--- config.mk ---
export PLATFORM = sky130hd
export DESIGN_NAME = instruction_decoder
export DESIGN_NICKNAME = d
export VERILOG_FILES = /design/src/verilog/isa_pkg.sv /design/src/verilog/decode_pkg.sv /design/src/verilog/decode_ifs.sv /design/src/verilog/op_classify.sv /design/src/verilog/cycle_sequencer.sv /design/src/verilog/address_decoder.sv /design/src/verilog/datapath_decoder.sv /design/src/verilog/instruction_decoder.sv
export SDC_FILE = /design/constraint.sdc
export NUM_CORES = 1
export LEC_CHECK = 0
export BUFFER_PORTS_ARGS = -buffer_cell sky130_fd_sc_hd__buf_2
export CORE_MARGIN = 5
export CORE_UTILIZATION = 44
export DETAILED_ROUTE_END_ITERATION = 8
export PLACE_DENSITY = 0.72
export RECOVER_POWER = 100
export SYNTH_ARGS = -nofsm -noshare
export SYNTH_HDL_FRONTEND = slang
export SYNTH_SLANG_ARGS = --single-unit
export TNS_END_PERCENT = 30
--- constraint.sdc ---
create_clock -name clk_ph2 -period 2.35 [get_ports clk_ph2]
set_clock_uncertainty 0.1 [all_clocks]
set_input_delay 0.47 -clock clk_ph2 [delete_from_list [all_inputs] [get_ports clk_ph2]]
set_output_delay 0.47 -clock clk_ph2 [all_outputs]
set_load 0.02 [all_outputs]
--- src/verilog/isa_pkg.sv ---
package isa_pkg;

	localparam int DATA_W = 8; // opcode width

	// opcode bytes still decoded
	typedef enum logic [DATA_W-1:0] {
		OPC_ADC_IMM = 8'h69, // adc #imm
		OPC_SBC_IMM = 8'he9, // sbc #imm
		OPC_ADC_ZPG = 8'h65, // adc zp
		OPC_ADC_ABS = 8'h6d, // adc abs
		OPC_SEC     = 8'h38, // set carry
		OPC_CLC     = 8'h18, // clear carry
		OPC_INX     = 8'he8,
		OPC_DEX     = 8'hca,
		OPC_INY     = 8'hc8,
		OPC_DEY     = 8'h88,
		OPC_TAX     = 8'haa,
		OPC_TXA     = 8'h8a,
		OPC_TAY     = 8'ha8,
		OPC_TYA     = 8'h98
	} opcode_e;

	// one class per distinct control sequence
	typedef enum logic [3:0] {
		OP_NONE,    // anything not decoded
		OP_ADC_IMM,
		OP_SBC_IMM,
		OP_ADC_ZPG,
		OP_ADC_ABS,
		OP_FLAG_C,  // sec and clc share one path, ir bit 5 picks
		OP_INX,
		OP_DEX,
		OP_INY,
		OP_DEY,
		OP_TAX,
		OP_TXA,
		OP_TAY,
		OP_TYA
	} op_class_e;

endpackage

--- src/verilog/decode_pkg.sv ---
package decode_pkg;

	// instruction cycle numbers
	localparam int CYC_FETCH   = 0; // opcode on the data bus
	localparam int CYC_OPERAND = 1; // first operand byte
	localparam int CYC_ADDR    = 2; // address high byte or zp data
	localparam int CYC_EXEC    = 3; // abs data
	localparam int CYC_LAST    = CYC_EXEC; // highest cycle with its own decode

	// what the cycle counter does next
	typedef enum logic [1:0] {
		CTR_HOLD,    // undecoded, no strobe
		CTR_ADVANCE, // pulse i_cycle
		CTR_RESTART  // pulse r_cycle
	} ctr_step_e;

	// who drives the address bus next
	typedef enum logic [1:0] {
		ADDR_NONE, // latches closed
		ADDR_PC,   // program counter
		ADDR_ZPG,  // dl low, zero high
		ADDR_ABS   // alu low, dl high
	} addr_src_e;

endpackage

--- src/verilog/decode_ifs.sv ---
`timescale 1ns/1ps

////////////////////////////////////////////////////////////
// address bus source and latch controls
////////////////////////////////////////////////////////////
interface addr_ctrl_if;
	logic pcl_adl; // pc low onto adl
	logic pch_adh; // pc high onto adh
	logic dl_adl;  // data latch onto adl
	logic dl_adh;  // data latch onto adh
	logic z_adh;   // zeros onto adh
	logic add_adl; // alu hold reg onto adl
	logic adl_abl; // latch adl into abl
	logic adh_abh; // latch adh into abh

	modport src (output pcl_adl, pch_adh, dl_adl, dl_adh, z_adh, add_adl, adl_abl, adh_abh);
	modport dst (input pcl_adl, pch_adh, dl_adl, dl_adh, z_adh, add_adl, adl_abl, adh_abh);
endinterface

////////////////////////////////////////////////////////////
// internal bus transfers
////////////////////////////////////////////////////////////
interface xfer_ctrl_if;
	logic dl_db, ac_sb, ac_db, add_sb; // sources onto db/sb
	logic sb_ac, sb_db, sb_x, sb_y;    // sb sinks
	logic x_sb, y_sb;                  // index regs onto sb

	modport src (output dl_db, ac_sb, ac_db, add_sb, sb_ac, sb_db, sb_x, sb_y, x_sb, y_sb);
	modport dst (input dl_db, ac_sb, ac_db, add_sb, sb_ac, sb_db, sb_x, sb_y, x_sb, y_sb);
endinterface

////////////////////////////////////////////////////////////
// alu input select, operation and flag loads
////////////////////////////////////////////////////////////
interface alu_ctrl_if;
	logic db_add, ndb_add, sb_add; // b input db, ~db; a input sb
	logic z_add, none_add;         // a input zero or all ones
	logic c_one, sums;             // carry in, add op
	logic avr_v, acr_c, dbz_z, db7_n, ir5_c; // status flag loads

	modport src (output db_add, ndb_add, sb_add, z_add, c_one, none_add, sums,
		avr_v, acr_c, dbz_z, db7_n, ir5_c);
	modport dst (input db_add, ndb_add, sb_add, z_add, c_one, none_add, sums,
		avr_v, acr_c, dbz_z, db7_n, ir5_c);
endinterface

--- src/verilog/op_classify.sv ---
`timescale 1ns/1ps

module op_classify (
	input  logic [isa_pkg::DATA_W-1:0] ir,          // instruction register
	output isa_pkg::op_class_e         op_class,    // decoded behavior
	output logic                       single_byte  // no operand byte follows
);
	import isa_pkg::*;

	// opcode byte lookup
	always_comb begin
		case (ir)
			OPC_ADC_IMM: op_class = OP_ADC_IMM;
			OPC_SBC_IMM: op_class = OP_SBC_IMM;
			OPC_ADC_ZPG: op_class = OP_ADC_ZPG;
			OPC_ADC_ABS: op_class = OP_ADC_ABS;
			OPC_SEC,
			OPC_CLC:     op_class = OP_FLAG_C; // bit 5 tells them apart later
			OPC_INX:     op_class = OP_INX;
			OPC_DEX:     op_class = OP_DEX;
			OPC_INY:     op_class = OP_INY;
			OPC_DEY:     op_class = OP_DEY;
			OPC_TAX:     op_class = OP_TAX;
			OPC_TXA:     op_class = OP_TXA;
			OPC_TAY:     op_class = OP_TAY;
			OPC_TYA:     op_class = OP_TYA;
			default:     op_class = OP_NONE; // indexed modes land here too
		endcase
	end

	// implied-mode ops have no operand for the pc to step past
	always_comb begin
		case (op_class)
			OP_FLAG_C,
			OP_INX,
			OP_DEX,
			OP_INY,
			OP_DEY,
			OP_TAX,
			OP_TXA,
			OP_TAY,
			OP_TYA:  single_byte = 1'b1;
			default: single_byte = 1'b0;
		endcase
	end

endmodule

--- src/verilog/cycle_sequencer.sv ---
`timescale 1ns/1ps

module cycle_sequencer #(
	parameter int CYCLE_W = 3 // cycle input width
) (
	input  logic               clk_ph2,     // clock phase 2
	input  logic               rst,         // sync reset, active low
	input  logic [CYCLE_W-1:0] cycle,       // current instruction cycle
	input  isa_pkg::op_class_e op_class,    // decoded opcode class
	input  logic               single_byte, // implied-mode opcode
	output logic               i_cycle,     // advance cycle counter
	output logic               r_cycle,     // return cycle counter to 0
	output logic               i_pc,        // pc increment after gating
	output logic               pcl_pcl,     // pc low feedback
	output logic               pch_pch      // pc high feedback
);
	import isa_pkg::*;
	import decode_pkg::*;

	ctr_step_e ctr_d;     // counter action for the sampled cycle
	logic      pc_step_d; // pc steps after this cycle
	logic      past_last; // cycle beyond the decoded range
	logic      pc_inc_q;  // registered increment, before gating

	assign past_last = (cycle > CYCLE_W'(CYC_LAST));

	always_comb begin
		ctr_d     = CTR_HOLD; // undecoded pairs drive nothing
		pc_step_d = 1'b0;
		if (past_last) begin
			ctr_d     = CTR_RESTART; // stray count refetches from cycle 0
			pc_step_d = 1'b1;
		end else begin
			case (cycle)
				CYCLE_W'(CYC_FETCH): begin
					ctr_d     = CTR_ADVANCE; // opcode fetch always moves on
					pc_step_d = 1'b1;
				end
				CYCLE_W'(CYC_OPERAND): begin
					case (op_class)
						OP_NONE:    ctr_d = CTR_HOLD;
						OP_ADC_ZPG: ctr_d = CTR_ADVANCE; // bus goes to zp while pc waits
						OP_ADC_ABS: begin
							ctr_d     = CTR_ADVANCE; // fetch address high byte
							pc_step_d = 1'b1;
						end
						default: begin
							ctr_d     = CTR_RESTART; // two-cycle ops end here
							pc_step_d = 1'b1;
						end
					endcase
				end
				CYCLE_W'(CYC_ADDR): begin
					if (op_class == OP_ADC_ABS) begin
						ctr_d = CTR_ADVANCE; // data read leaves pc untouched
					end else if (op_class == OP_ADC_ZPG) begin
						ctr_d     = CTR_RESTART;
						pc_step_d = 1'b1;
					end
				end
				CYCLE_W'(CYC_EXEC): begin
					if (op_class == OP_ADC_ABS) begin
						ctr_d     = CTR_RESTART;
						pc_step_d = 1'b1;
					end
				end
				default: ctr_d = CTR_HOLD;
			endcase
		end
	end

	always_ff @(posedge clk_ph2) begin
		if (!rst) begin
			i_cycle  <= 1'b0;
			r_cycle  <= 1'b0;
			pc_inc_q <= 1'b0;
			pcl_pcl  <= 1'b0;
			pch_pch  <= 1'b0;
		end else begin
			i_cycle  <= (ctr_d == CTR_ADVANCE);
			r_cycle  <= (ctr_d == CTR_RESTART);
			pc_inc_q <= pc_step_d;
			pcl_pcl  <= pc_step_d; // pc regs reload through the incrementer
			pch_pch  <= pc_step_d;
		end
	end

	// 1-byte ops have no operand byte for the pc to skip
	assign i_pc = (cycle == CYCLE_W'(CYC_OPERAND) && single_byte) ? 1'b0 : pc_inc_q;

endmodule

--- src/verilog/address_decoder.sv ---
`timescale 1ns/1ps

module address_decoder #(
	parameter int CYCLE_W = 3 // cycle input width
) (
	input  logic               clk_ph2,  // clock phase 2
	input  logic               rst,      // sync reset, active low
	input  logic [CYCLE_W-1:0] cycle,    // current instruction cycle
	input  isa_pkg::op_class_e op_class, // decoded opcode class
	addr_ctrl_if.src           addr      // address bus controls
);
	import isa_pkg::*;
	import decode_pkg::*;

	addr_src_e src_d; // address source for the next cycle

	always_comb begin
		src_d = ADDR_NONE;
		case (cycle)
			CYCLE_W'(CYC_FETCH): src_d = ADDR_PC; // next byte from pc
			CYCLE_W'(CYC_OPERAND): begin
				case (op_class)
					OP_NONE:    src_d = ADDR_NONE;
					OP_ADC_ZPG: src_d = ADDR_ZPG; // operand is the zp address
					default:    src_d = ADDR_PC;
				endcase
			end
			CYCLE_W'(CYC_ADDR): begin
				if (op_class == OP_ADC_ABS)
					src_d = ADDR_ABS; // low byte parked in alu
				else if (op_class == OP_ADC_ZPG)
					src_d = ADDR_PC;  // back to opcode fetch
			end
			CYCLE_W'(CYC_EXEC): begin
				if (op_class == OP_ADC_ABS)
					src_d = ADDR_PC;
			end
			default: src_d = ADDR_PC; // out-of-range count refetches
		endcase
	end

	always_ff @(posedge clk_ph2) begin
		if (!rst) begin
			addr.pcl_adl <= 1'b0;
			addr.pch_adh <= 1'b0;
			addr.dl_adl  <= 1'b0;
			addr.dl_adh  <= 1'b0;
			addr.z_adh   <= 1'b0;
			addr.add_adl <= 1'b0;
			addr.adl_abl <= 1'b0;
			addr.adh_abh <= 1'b0;
		end else begin
			addr.pcl_adl <= (src_d == ADDR_PC);
			addr.pch_adh <= (src_d == ADDR_PC);
			addr.dl_adl  <= (src_d == ADDR_ZPG);
			addr.z_adh   <= (src_d == ADDR_ZPG); // page 0
			addr.dl_adh  <= (src_d == ADDR_ABS);
			addr.add_adl <= (src_d == ADDR_ABS);
			addr.adl_abl <= (src_d != ADDR_NONE); // any source opens both latches
			addr.adh_abh <= (src_d != ADDR_NONE);
		end
	end

endmodule

--- src/verilog/datapath_decoder.sv ---
`timescale 1ns/1ps

module datapath_decoder #(
	parameter int CYCLE_W = 3 // cycle input width
) (
	input  logic               clk_ph2,  // clock phase 2
	input  logic               rst,      // sync reset, active low
	input  logic [CYCLE_W-1:0] cycle,    // current instruction cycle
	input  isa_pkg::op_class_e op_class, // decoded opcode class
	xfer_ctrl_if.src           xfer,     // bus transfers
	alu_ctrl_if.src            alu       // alu and flag controls
);
	import isa_pkg::*;
	import decode_pkg::*;

	logic add_launch; // memory operand ready, add it to the accumulator

	assign add_launch = (cycle == CYCLE_W'(CYC_ADDR) && op_class == OP_ADC_ZPG) ||
		(cycle == CYCLE_W'(CYC_EXEC) && op_class == OP_ADC_ABS);

	always_ff @(posedge clk_ph2) begin
		xfer.dl_db   <= 1'b0; // all lines idle unless decoded below
		xfer.ac_sb   <= 1'b0;
		xfer.ac_db   <= 1'b0;
		xfer.add_sb  <= 1'b0;
		xfer.sb_ac   <= 1'b0;
		xfer.sb_db   <= 1'b0;
		xfer.sb_x    <= 1'b0;
		xfer.sb_y    <= 1'b0;
		xfer.x_sb    <= 1'b0;
		xfer.y_sb    <= 1'b0;
		alu.db_add   <= 1'b0;
		alu.ndb_add  <= 1'b0;
		alu.sb_add   <= 1'b0;
		alu.z_add    <= 1'b0;
		alu.c_one    <= 1'b0;
		alu.none_add <= 1'b0;
		alu.sums     <= 1'b0;
		alu.avr_v    <= 1'b0;
		alu.acr_c    <= 1'b0;
		alu.dbz_z    <= 1'b0;
		alu.db7_n    <= 1'b0;
		alu.ir5_c    <= 1'b0;
		if (rst) begin
			////////////////////////////////////////////////////////////
			// cycle 0 retires the last op and cycle 1 starts the new one
			////////////////////////////////////////////////////////////
			case (cycle)
				CYCLE_W'(CYC_FETCH): begin
					case (op_class)
						OP_ADC_IMM, OP_SBC_IMM, OP_ADC_ZPG, OP_ADC_ABS: begin
							xfer.add_sb <= 1'b1; // sum onto sb
							xfer.sb_ac  <= 1'b1; // into accumulator
							xfer.sb_db  <= 1'b1; // and onto db for n/z
							alu.avr_v   <= 1'b1;
							alu.acr_c   <= 1'b1;
							alu.dbz_z   <= 1'b1;
							alu.db7_n   <= 1'b1;
						end
						OP_INX, OP_DEX, OP_INY, OP_DEY: begin
							xfer.add_sb <= 1'b1;
							xfer.sb_x   <= (op_class == OP_INX) || (op_class == OP_DEX);
							xfer.sb_y   <= (op_class == OP_INY) || (op_class == OP_DEY);
							xfer.sb_db  <= 1'b1;
							alu.dbz_z   <= 1'b1; // c and v untouched by inc/dec
							alu.db7_n   <= 1'b1;
						end
						default: ;
					endcase
				end
				CYCLE_W'(CYC_OPERAND): begin
					case (op_class)
						OP_ADC_IMM, OP_SBC_IMM: begin
							xfer.dl_db  <= 1'b1; // immediate byte
							alu.db_add  <= (op_class == OP_ADC_IMM);
							alu.ndb_add <= (op_class == OP_SBC_IMM); // subtract = add ~m
							xfer.ac_sb  <= 1'b1;
							alu.sb_add  <= 1'b1;
							alu.sums    <= 1'b1;
						end
						OP_FLAG_C: alu.ir5_c <= 1'b1; // sec sets and clc clears
						OP_INX, OP_DEX, OP_INY, OP_DEY: begin
							xfer.x_sb    <= (op_class == OP_INX) || (op_class == OP_DEX);
							xfer.y_sb    <= (op_class == OP_INY) || (op_class == OP_DEY);
							xfer.sb_db   <= 1'b1; // index reaches alu b via db
							alu.db_add   <= 1'b1;
							alu.z_add    <= (op_class == OP_INX) || (op_class == OP_INY);
							alu.none_add <= (op_class == OP_DEX) || (op_class == OP_DEY);
							alu.c_one    <= (op_class == OP_INX) || (op_class == OP_INY); // +1 only
							alu.sums     <= 1'b1;
						end
						OP_TXA, OP_TYA: begin
							xfer.x_sb  <= (op_class == OP_TXA);
							xfer.y_sb  <= (op_class == OP_TYA);
							xfer.sb_db <= 1'b1;
							xfer.sb_ac <= 1'b1; // straight into a past the alu
							alu.dbz_z  <= 1'b1;
							alu.db7_n  <= 1'b1;
						end
						OP_TAX, OP_TAY: begin
							xfer.ac_sb <= 1'b1;
							xfer.ac_db <= 1'b1; // flags watch db
							xfer.sb_x  <= (op_class == OP_TAX);
							xfer.sb_y  <= (op_class == OP_TAY);
							alu.dbz_z  <= 1'b1;
							alu.db7_n  <= 1'b1;
						end
						OP_ADC_ABS: begin
							xfer.dl_db <= 1'b1; // address low byte
							alu.db_add <= 1'b1;
							alu.z_add  <= 1'b1; // plus 0 keeps it in the alu
							alu.sums   <= 1'b1;
						end
						default: ;
					endcase
				end
				default: ;
			endcase
			if (add_launch) begin
				xfer.dl_db <= 1'b1; // fetched data
				alu.db_add <= 1'b1;
				xfer.ac_sb <= 1'b1;
				alu.sb_add <= 1'b1;
				alu.sums   <= 1'b1;
			end
		end
	end

endmodule

--- src/verilog/instruction_decoder.sv ---
`timescale 1ns/1ps

module instruction_decoder #(
	parameter int CYCLE_W = 3 // cycle counter width
) (
	input  logic                        clk_ph2, // clock phase 2
	input  logic                        rst,     // sync reset, active low
	input  logic [CYCLE_W-1:0]          cycle,   // current instruction cycle
	input  logic [isa_pkg::DATA_W-1:0]  ir,      // instruction register
	output logic                        i_cycle, // cycle counter advance
	output logic                        r_cycle, // cycle counter restart
	output logic                        i_pc,    // pc increment
	output logic                        pcl_pcl,
	output logic                        pch_pch,
	// address bus
	output logic pcl_adl, pch_adh, dl_adl, dl_adh,
	output logic z_adh, add_adl, adl_abl, adh_abh,
	// internal buses
	output logic dl_db, ac_sb, ac_db, add_sb, sb_ac,
	output logic sb_db, sb_x, sb_y, x_sb, y_sb,
	// alu inputs and op
	output logic db_add, ndb_add, sb_add, z_add,
	output logic c_one, none_add, sums,
	// status flags
	output logic avr_v, acr_c, dbz_z, db7_n, ir5_c
);
	import isa_pkg::*;

	op_class_e op_class;    // shared by all three decoders
	logic      single_byte; // only the sequencer needs it

	addr_ctrl_if u_addr_if ();
	xfer_ctrl_if u_xfer_if ();
	alu_ctrl_if  u_alu_if ();

	////////////////////////////////////////////////////////////
	// decode blocks
	////////////////////////////////////////////////////////////
	op_classify u_op_classify (
		.ir          (ir),
		.op_class    (op_class),
		.single_byte (single_byte)
	);

	cycle_sequencer #(.CYCLE_W(CYCLE_W)) u_cycle_sequencer (
		.clk_ph2     (clk_ph2),
		.rst         (rst),
		.cycle       (cycle),
		.op_class    (op_class),
		.single_byte (single_byte),
		.i_cycle     (i_cycle),
		.r_cycle     (r_cycle),
		.i_pc        (i_pc),
		.pcl_pcl     (pcl_pcl),
		.pch_pch     (pch_pch)
	);

	address_decoder #(.CYCLE_W(CYCLE_W)) u_address_decoder (
		.clk_ph2  (clk_ph2),
		.rst      (rst),
		.cycle    (cycle),
		.op_class (op_class),
		.addr     (u_addr_if.src)
	);

	datapath_decoder #(.CYCLE_W(CYCLE_W)) u_datapath_decoder (
		.clk_ph2  (clk_ph2),
		.rst      (rst),
		.cycle    (cycle),
		.op_class (op_class),
		.xfer     (u_xfer_if.src),
		.alu      (u_alu_if.src)
	);

	////////////////////////////////////////////////////////////
	// flatten the groups onto the pins
	////////////////////////////////////////////////////////////
	assign pcl_adl  = u_addr_if.pcl_adl;
	assign pch_adh  = u_addr_if.pch_adh;
	assign dl_adl   = u_addr_if.dl_adl;
	assign dl_adh   = u_addr_if.dl_adh;
	assign z_adh    = u_addr_if.z_adh;
	assign add_adl  = u_addr_if.add_adl;
	assign adl_abl  = u_addr_if.adl_abl;
	assign adh_abh  = u_addr_if.adh_abh;

	assign dl_db    = u_xfer_if.dl_db;
	assign ac_sb    = u_xfer_if.ac_sb;
	assign ac_db    = u_xfer_if.ac_db;
	assign add_sb   = u_xfer_if.add_sb;
	assign sb_ac    = u_xfer_if.sb_ac;
	assign sb_db    = u_xfer_if.sb_db;
	assign sb_x     = u_xfer_if.sb_x;
	assign sb_y     = u_xfer_if.sb_y;
	assign x_sb     = u_xfer_if.x_sb;
	assign y_sb     = u_xfer_if.y_sb;

	assign db_add   = u_alu_if.db_add;
	assign ndb_add  = u_alu_if.ndb_add;
	assign sb_add   = u_alu_if.sb_add;
	assign z_add    = u_alu_if.z_add;
	assign c_one    = u_alu_if.c_one;
	assign none_add = u_alu_if.none_add;
	assign sums     = u_alu_if.sums;
	assign avr_v    = u_alu_if.avr_v;
	assign acr_c    = u_alu_if.acr_c;
	assign dbz_z    = u_alu_if.dbz_z;
	assign db7_n    = u_alu_if.db7_n;
	assign ir5_c    = u_alu_if.ir5_c;

endmodule

* Yosys cells after proc, flatten, opt, wreduce, memory -nomap -nowiden
Memory sizes are Yosys's and may differ from the RTL's. Index checks and enable logic that the tools add are counted.
Word-level totals: bits in registers 27, bits in read-only memories 16, memories kept 1
Memory list:
- (no name shown) | depth 16, width 1, read ports 1, clocked after Yosys merged registers in 0, write ports 0, line op_classify.sv:33 | case (op_class)
Cells by class: magnitude comparators 1, eq/ne operators 35, mux-type cells 53, reductions and logical operators 30
Operator list (count):
- 8-bit == test (second input constant) | 9
- 4-bit one-hot mux with 13 select lines | 1
- 1-bit 2-to-1 mux | 33
- 4-bit == test (second input constant) | 6
- 8-bit by 7-bit == test with 1-bit output (second input constant) | 3
- 1-bit one-hot mux with 2 select lines | 9
- 4-bit by 3-bit == test with 1-bit output (second input constant) | 4
- 4-bit OR reduction | 4
- 2-bit OR reduction | 6
- 2-bit 2-to-1 mux | 5
- 4-bit by 2-bit == test with 1-bit output (second input constant) | 2
- 8-bit by 5-bit == test with 1-bit output (second input constant) | 1
- 8-bit by 6-bit == test with 1-bit output (second input constant) | 1
- 2-bit one-hot mux with 2 select lines | 2
- 2-bit one-hot mux with 4 select lines | 1
- 8-bit OR reduction | 1
- 7-bit OR reduction | 1
- 2-bit == test (second input constant) | 3
- 3-bit by 2-bit == test with 1-bit output (second input constant) | 2
- 2-bit one-hot mux with 3 select lines | 1
- 3-bit AND reduction | 2
- 6-bit OR reduction | 1
- 1-bit logical OR | 5
- 5-bit OR reduction | 1
- other kinds (11) | 15

* Logic depth before layout (Yosys ltp)
Gate-level depths: netlist of the first run.
depth after elaboration 9, mapped depth 6

* Cells and area by module
Synthesis of the first run repeated with hierarchy kept, for this count alone.
Second synthesis, totals: cell total of the unflattened synthesis 208, area total of the unflattened synthesis 1814.2 µm²
By module, submodules not included:
- datapath_decoder | times used 1, cells an instance 117, area an instance 1027.2 µm², sequential area each 400.4 µm²
- address_decoder | times used 1, cells an instance 29, area an instance 280.3 µm², sequential area each 80.1 µm²
- cycle_sequencer | times used 1, cells an instance 30, area an instance 260.2 µm², sequential area each 60.1 µm²
- op_classify | times used 1, cells an instance 32, area an instance 246.5 µm², sequential area each 0.0 µm²

* Worst setup path before layout of the first run
Ideal clock, no wire load.
path type input port to output port, from input port ir[4] (netlist name), to output port i_pc, data arrival time 1910 ps, setup slack -130 ps, stages 6, path through buf_4 -> or3b_1 -> a211o_1 -> o311ai_4 -> a2111oi_2 -> o41a_1
Between the ends: longest elaborated chain between the ends 6, elaborated cells on any way between the ends 19
RTL lines:
- from (decl) | line instruction_decoder.sv:9 | input logic [isa_pkg::DATA_W-1:0] ir,
- 8-bit by 6-bit == test with 1-bit output / 8-bit by 5-bit == test with 1-bit output (equally long branches) | line op_classify.sv:12 | case (ir)
- 2-bit OR reduction | line op_classify.sv:12
- 4-bit one-hot mux with 13 select lines * | line op_classify.sv:12
- memory 16 x 1 bit *
- 1-bit logical AND * | line cycle_sequencer.sv:89 | assign i_pc = (cycle == CYCLE_W'(CYC_OPERAND) && single_byte) ? 1'b0 : pc_inc_q;
- 1-bit 2-to-1 mux * | line cycle_sequencer.sv:89
- to (decl) | line instruction_decoder.sv:12 | output logic i_pc,
Mark *: on every way between the ends. The rest lies on a longest branch, timed or not.

* Worst setup path in the final report of the first run
Same ends and word-level chain as after synthesis.

==> results of run 1 <==
-- metal layers --
layer  wire, µm  share of wire (%)  global-route usage (%)  vias up
met2       1681                 48                   27.97       70
met5          0                  0                       0        -
li1           -                  -                       -      689
met1       1501                 43                   20.88      632
met3        244                7.0                   1.518        4
met4         51                1.5                   3.299        0
-- worst paths after layout --
kind	from	end	depth (start not counted)
worst max-delay path	ir[4]	i_pc	8
worst min-delay path	rst	u_address_decoder.addr.dl_adl$_SDFF_PN0_	3
-- placed cells by master, fill, tap and decap left out, types with 2 or more instances in the layout --
| cell type | netlist | final |
|---|---|---|
| clkbuf_4 | 0 | 7 |
| and3b_1 | 2 | 2 |
| inv_1 | 6 | 6 |
| xnor2_1 | 2 | 2 |
| buf_2 | 1 | 13 |
| nor2_1 | 12 | 12 |
| a21oi_1 | 9 | 9 |
| nand3_1 | 3 | 3 |
| and3_1 | 2 | 2 |
| dfxtp_1 | 27 | 27 |
| o21ai_0 | 6 | 6 |
| nor3_1 | 10 | 10 |
| o31ai_1 | 3 | 3 |
| xor2_1 | 2 | 2 |
| clkbuf_1 | 4 | 38 |
| mux2i_1 | 4 | 4 |
| or3_1 | 2 | 4 |
| nand2b_1 | 4 | 4 |
| buf_4 | 8 | 21 |
| nand3b_1 | 2 | 2 |
| nor2b_1 | 5 | 5 |
| nor4_1 | 3 | 2 |
| or2_2 | 4 | 4 |
| a211oi_1 | 3 | 3 |
| or4_1 | 2 | 2 |
| nand2_1 | 5 | 5 |
-- per-stage QoR --
stage                     utilization [%]  cell area (µm²)
after detailed placement            59.19             1822
final                               58.46             1799
after global routing                58.46             1799
after floorplan                         -             1413
after CTS                           60.33             1857
after global placement              59.19             1822
-- layout make-up --
cell class                 instances  area [µm²]  share of cell area (%)
sequential                        27       540.5                   30.04
tap                               44       55.05                   3.060
timing repair buffer              75       391.6                   21.77
clock buffer                       4       26.28                   1.460
inverter                           6       22.52                   1.252
multi-input combinational        110       763.2                   42.42
-- cell families after synthesis --
group           after synthesis  share of synthesized area (%)
flops                        27                          38.26
compound gates               35                          18.87
mux                           4                          2.834
simple gates                 67                          29.50
buf+inv                      20                          8.060
xor+xnor                      4                          2.481
-- where the power goes --
part	total, mW	switching, mW	internal [mW]	leakage [nW]
clock	0.191	0.125	0.0661	0.0150
sequential	0.467	0.00318	0.463	0.219
combinational	0.156	0.0893	0.0671	0.496
==> results.yml, run 1 <==
grt:
  grt_antenna_before_repair: 0
  overflow: 0
  first_global_vias: 1260
  grt_max_degree: 15
  grt_use_total_pct: 15.89
  grt_pass1_wl_mm: 5.623
synth:
  synth_most_common_cell: "dfxtp_1"
  ys_types: 50
  synthesis.area_mm2: 0.001413
  syn_nets: 170
  seq_area_frac_synth_pct: 38.26
  synth_largest_area_cell: "dfxtp_1"
  ys_ff_latch: 27
  synthTopCellsByCount: "27 x dfxtp_1, 12 x nor2_1, 10 x nor3_1, 9 x a21oi_1, 8 x buf_4"
  synth-main-ff-cell: "dfxtp_1"
  synth_area_leaders: "dfxtp_1 38%, buf_4 4.3%, nor3_1 3.5%, a21oi_1 3.2%, nor2_1 3.2%"
  synth_edf_count: 0
  synthDominantCellAreaShare_pct: 38.26
  yosysWarnings: 0
  postSynthAreaPerCell_um2: 8.997
  async_flop_share_pct: 0
  syn_inst: 157
routing:
  drt-total-wl_mm: 3.478
  wl_per_cell_um: 13.08
  first_iter_violations: 50
  drtPass1Iterations: 4
  drtAntennaViolNets: 0
  num_vias: 1395
  remaining_drc_errors: 0
  via_per_inst: 5.244
clocking:
  clk_pin_slew_ps: 140
  cts_hold_buf: 0
  cts_sinks: 27
  cts.htree.levels: 1
  numCtsBuffers: 3
  post_cts_buffers: 0
  cts-root-buf: "clkbuf_4"
  cts_resized: 2
  cts_tree: "built"
  clockBufferDepth: 2
floorplanning:
  die_width_um: 66.66
  core_area_mm2: 0.003078
  pin_count: 48
  die_h_um: 66.66
  row_count: 20
  dieArea_mm2: 0.004444
  start_util_pct: 45.89
final_layout:
  areaGrowthSynthToFinish_pct: 27.37
  nets: 236
  diodes: 0
  num-fill-cells: 305
  drive_gt1_share_pct: 23.42
  fin_cells: 266
status:
  outcome: "complete, but fails checks"
  violations: "negative setup slack"
timing:
  fmax_mhz: 395.3
  worst_pin_slew_ps: 437.1
  setup_tns_ps: -179.5
  rsz0062_at_grt: "true"
  setup-violations-final: 1
  slew-limit-headroom_pct: 70.64
  fin_ws_ps: -179.5
  finalHoldWorstSlack_ps: 310.7
  finalHoldViolations: 0
  finalCritPeriodShare_pct: 107.6
  report.final.slew_viol_count: 0
  post-route-min-period_ps: 2529
power:
  ir_drop_v: 0.0002439
  power_density_mw_per_mm2: 452.5
  total_leakage_power_nw: 0.7295
  total_power_uw: 814.2
placed_design:
  hpwlAfterDp_mm: 2.765
  routabilityCongestion: 0.8767
  pre_cts_slack_ps: -248.4
  port-buffer-count: 47
  placedCellCount: 262
worst_setup_path:
  cp-end-kind: "output pin"
  path_buf_inv: 3
  crit_top_cell: "buf_2"
  cpMaxStageDelayCell: "o41a_1"
  cp-start-kind: "input port"
  crit_chain: "buf_2, buf_4, or2b_1, a2bb2oi_1, o311ai_4, a2111oi_2, o41a_1, buf_2"
  worstPathMaxFanout: 5
  arrival_ps: 1960
  max_stage_delay_ps: 320
  crit_required_ps: 1780
  critical_path_class: "input port to output pin"
  critPathTopFamily: "compound AO/OA/AOI/OAI gates"
worst_hold_path:
  hold_path.class: "input port to flip-flop"
job:
  maxCapViolCount: 0
Power figures use the tool's default switching activity.
==> run 2, diff against run 1 <==
--- a/config.mk
+++ b/config.mk
@@ -13,2 +13,3 @@
 export RECOVER_POWER = 100
+export REMOVE_ABC_BUFFERS = 1
 export SYNTH_ARGS = -nofsm -noshare
==> constraint.sdc (replaced) <==
create_clock -name clk_ph2 -period 2.35 [get_ports clk_ph2]
set_clock_uncertainty 0.1 [all_clocks]
set_input_delay 0.235 -clock clk_ph2 [delete_from_list [all_inputs] [get_ports clk_ph2]]
set_output_delay 0.235 -clock clk_ph2 [all_outputs]
set_load 0.02 [all_outputs]
==> run 2 against run 1 <==
The flow now finishes without violations. Critical path depth unchanged. Global-route usage decreased by 0.60 points. Wire length down 5.3%. Clock power grew 7%. Via count down 7.0%. Die area unchanged. Setup slack better by 310 ps. Maximum frequency up 14%. Sequential cell count unchanged. Sequential share of layout area up 3.1 points. Power is 1.1% lower. Worst hold slack worse by 250 ps. Critical endpoint unchanged. Largest cell class unchanged. Largest power group unchanged. Highest routed layer unchanged.
==> results.yml, run 2 (synthesized netlist as in run 1, its figures left out) <==
status:
  outcome: "finished clean"
grt:
  grt_antenna_before_repair: 0
  grt_use_total_pct: 15.28
  grt_max_degree: 17
  overflow: 0
  grt_pass1_wl_mm: 5.368
  first_global_vias: 1210
floorplanning:
  start_util_pct: 45.89
  die_width_um: 66.66
  die_h_um: 66.66
  row_count: 20
  core_area_mm2: 0.003078
  pin_count: 48
  dieArea_mm2: 0.004444
final_layout:
  diodes: 0
  mostFrequentLayoutCells: "36 x clkbuf_1, 27 x dfxtp_1, 12 x nor2_1, 11 x buf_2, 10 x nor3_1"
  drive_gt1_share_pct: 14.50
  utilization_pct: 52.93
  nets: 214
  layout_commonest_cell: "clkbuf_1"
  areaGrowthSynthToFinish_pct: 15.32
timing:
  rsz0062_at_grt: "false"
  finalCritPeriodShare_pct: 94.51
  finalHoldViolations: 0
  worst_pin_slew_ps: 538.4
  fmax_mhz: 450.3
  report.final.slew_viol_count: 0
  setup_tns_ps: 0
  setup-violations-final: 0
  slew-limit-headroom_pct: 63.83
  post-route-min-period_ps: 2221
routing:
  via_per_inst: 5.320
  drtAntennaViolNets: 0
  num_vias: 1298
  wl_per_cell_um: 13.50
  drt-total-wl_mm: 3.294
  first_iter_violations: 51
  drtPass1Iterations: 4
  remaining_drc_errors: 0
power:
  sequentialPowerShare_pct: 57.9
  ir_drop_v: 0.0002602
  internal-power_uw: 579.2
  p_sw_share_pct: 28.05
  p_comb_share_pct: 16.7
  total_leakage_power_nw: 0.6249
  p_clk_share_pct: 25.4
  p_switching_uw: 225.8
  power_density_mw_per_mm2: 494.1
clocking:
  cts_resized: 0
  post_cts_buffers: 0
  cts_sinks: 27
  cts_tree: "built"
  clockBufferDepth: 2
  cts_hold_buf: 0
  numCtsBuffers: 3
  clk_pin_slew_ps: 140
  cts.htree.levels: 1
  cts-root-buf: "clkbuf_4"
worst_hold_path:
  hold_path.class: "input port to flip-flop"
  min_path_cells: 3
placed_design:
  routabilityCongestion: 0.8358
  hpwlAfterDp_mm: 2.595
  port-buffer-count: 47
worst_setup_path:
  arrival_ps: 1890
  worstPathMaxFanout: 15
  cp-end-kind: "output pin"
  cp-start-kind: "input port"
  critical_path_class: "input port to output pin"
  crit_required_ps: 2020
job:
  maxCapViolCount: 0
-- run 2: changes by cell type in the layout (fill, tap and decap cells not counted), sizes merged --
cell,change
buf,-18
clkbuf,-5
clkinvlp,+1
-- run 2: metrics by stage --
stage	area, µm²	hold slack [ps]	power [mW]	setup slack [ps]	std cells
6_report	1629	61.61	0.8050	129.1	244
5_1_grt	1629	50.91	0.8466	17.51	244
4_1_cts	1687	54.60	0.8112	147.0	244
3_5_place_dp	1657	408.8	0.6124	143.6	240
3_3_place_gp	1657	407.1	0.6091	181.0	240
2_1_floorplan	1321	213.5	0.5485	426.3	143
-- run 2: path summary, 6_finish.rpt --
check | from | end | slack [ps]
hold / removal | rst | u_address_decoder.addr.dl_adl$_SDFF_PN0_ | 60
setup / recovery | ir[6] | i_pc | 130
-- run 2: final cells by class --
class                      count  area, µm²
tap                           44      55.05
timing repair buffer          53      232.7
clock inverter                 1      7.507
sequential                    27      540.5
fill                         310       1449
multi-input combinational    110      748.2
inverter                       6      22.52
clock buffer                   3      22.52
-- run 2: layer usage --
layer	vias up	global-route usage (%)	part of all wire, %
met5	-	0	0
met4	0	3.046	0.46
met3	2	3.204	6.8
met2	50	26.98	49
met1	600	19.01	44
li1	646	-	-
-- run 2: worst max-delay path, cell delays in order --
cell and delay (ps):
buf_2 110, buf_4 180, and4bb_1 260, nor3_1 220, nor3_1 80, a2111oi_2 430, o41a_1 210, clkbuf_2 170
-- run 2: power by group through the flow --
stage	clock [mW]	combinational [mW]	sequential, mW
floorplan	0	0.0604	0.488
global placement	0	0.133	0.476
detailed placement	0	0.137	0.476
CTS	0.208	0.137	0.466
global route	0.232	0.147	0.468
finish	0.204	0.134	0.466
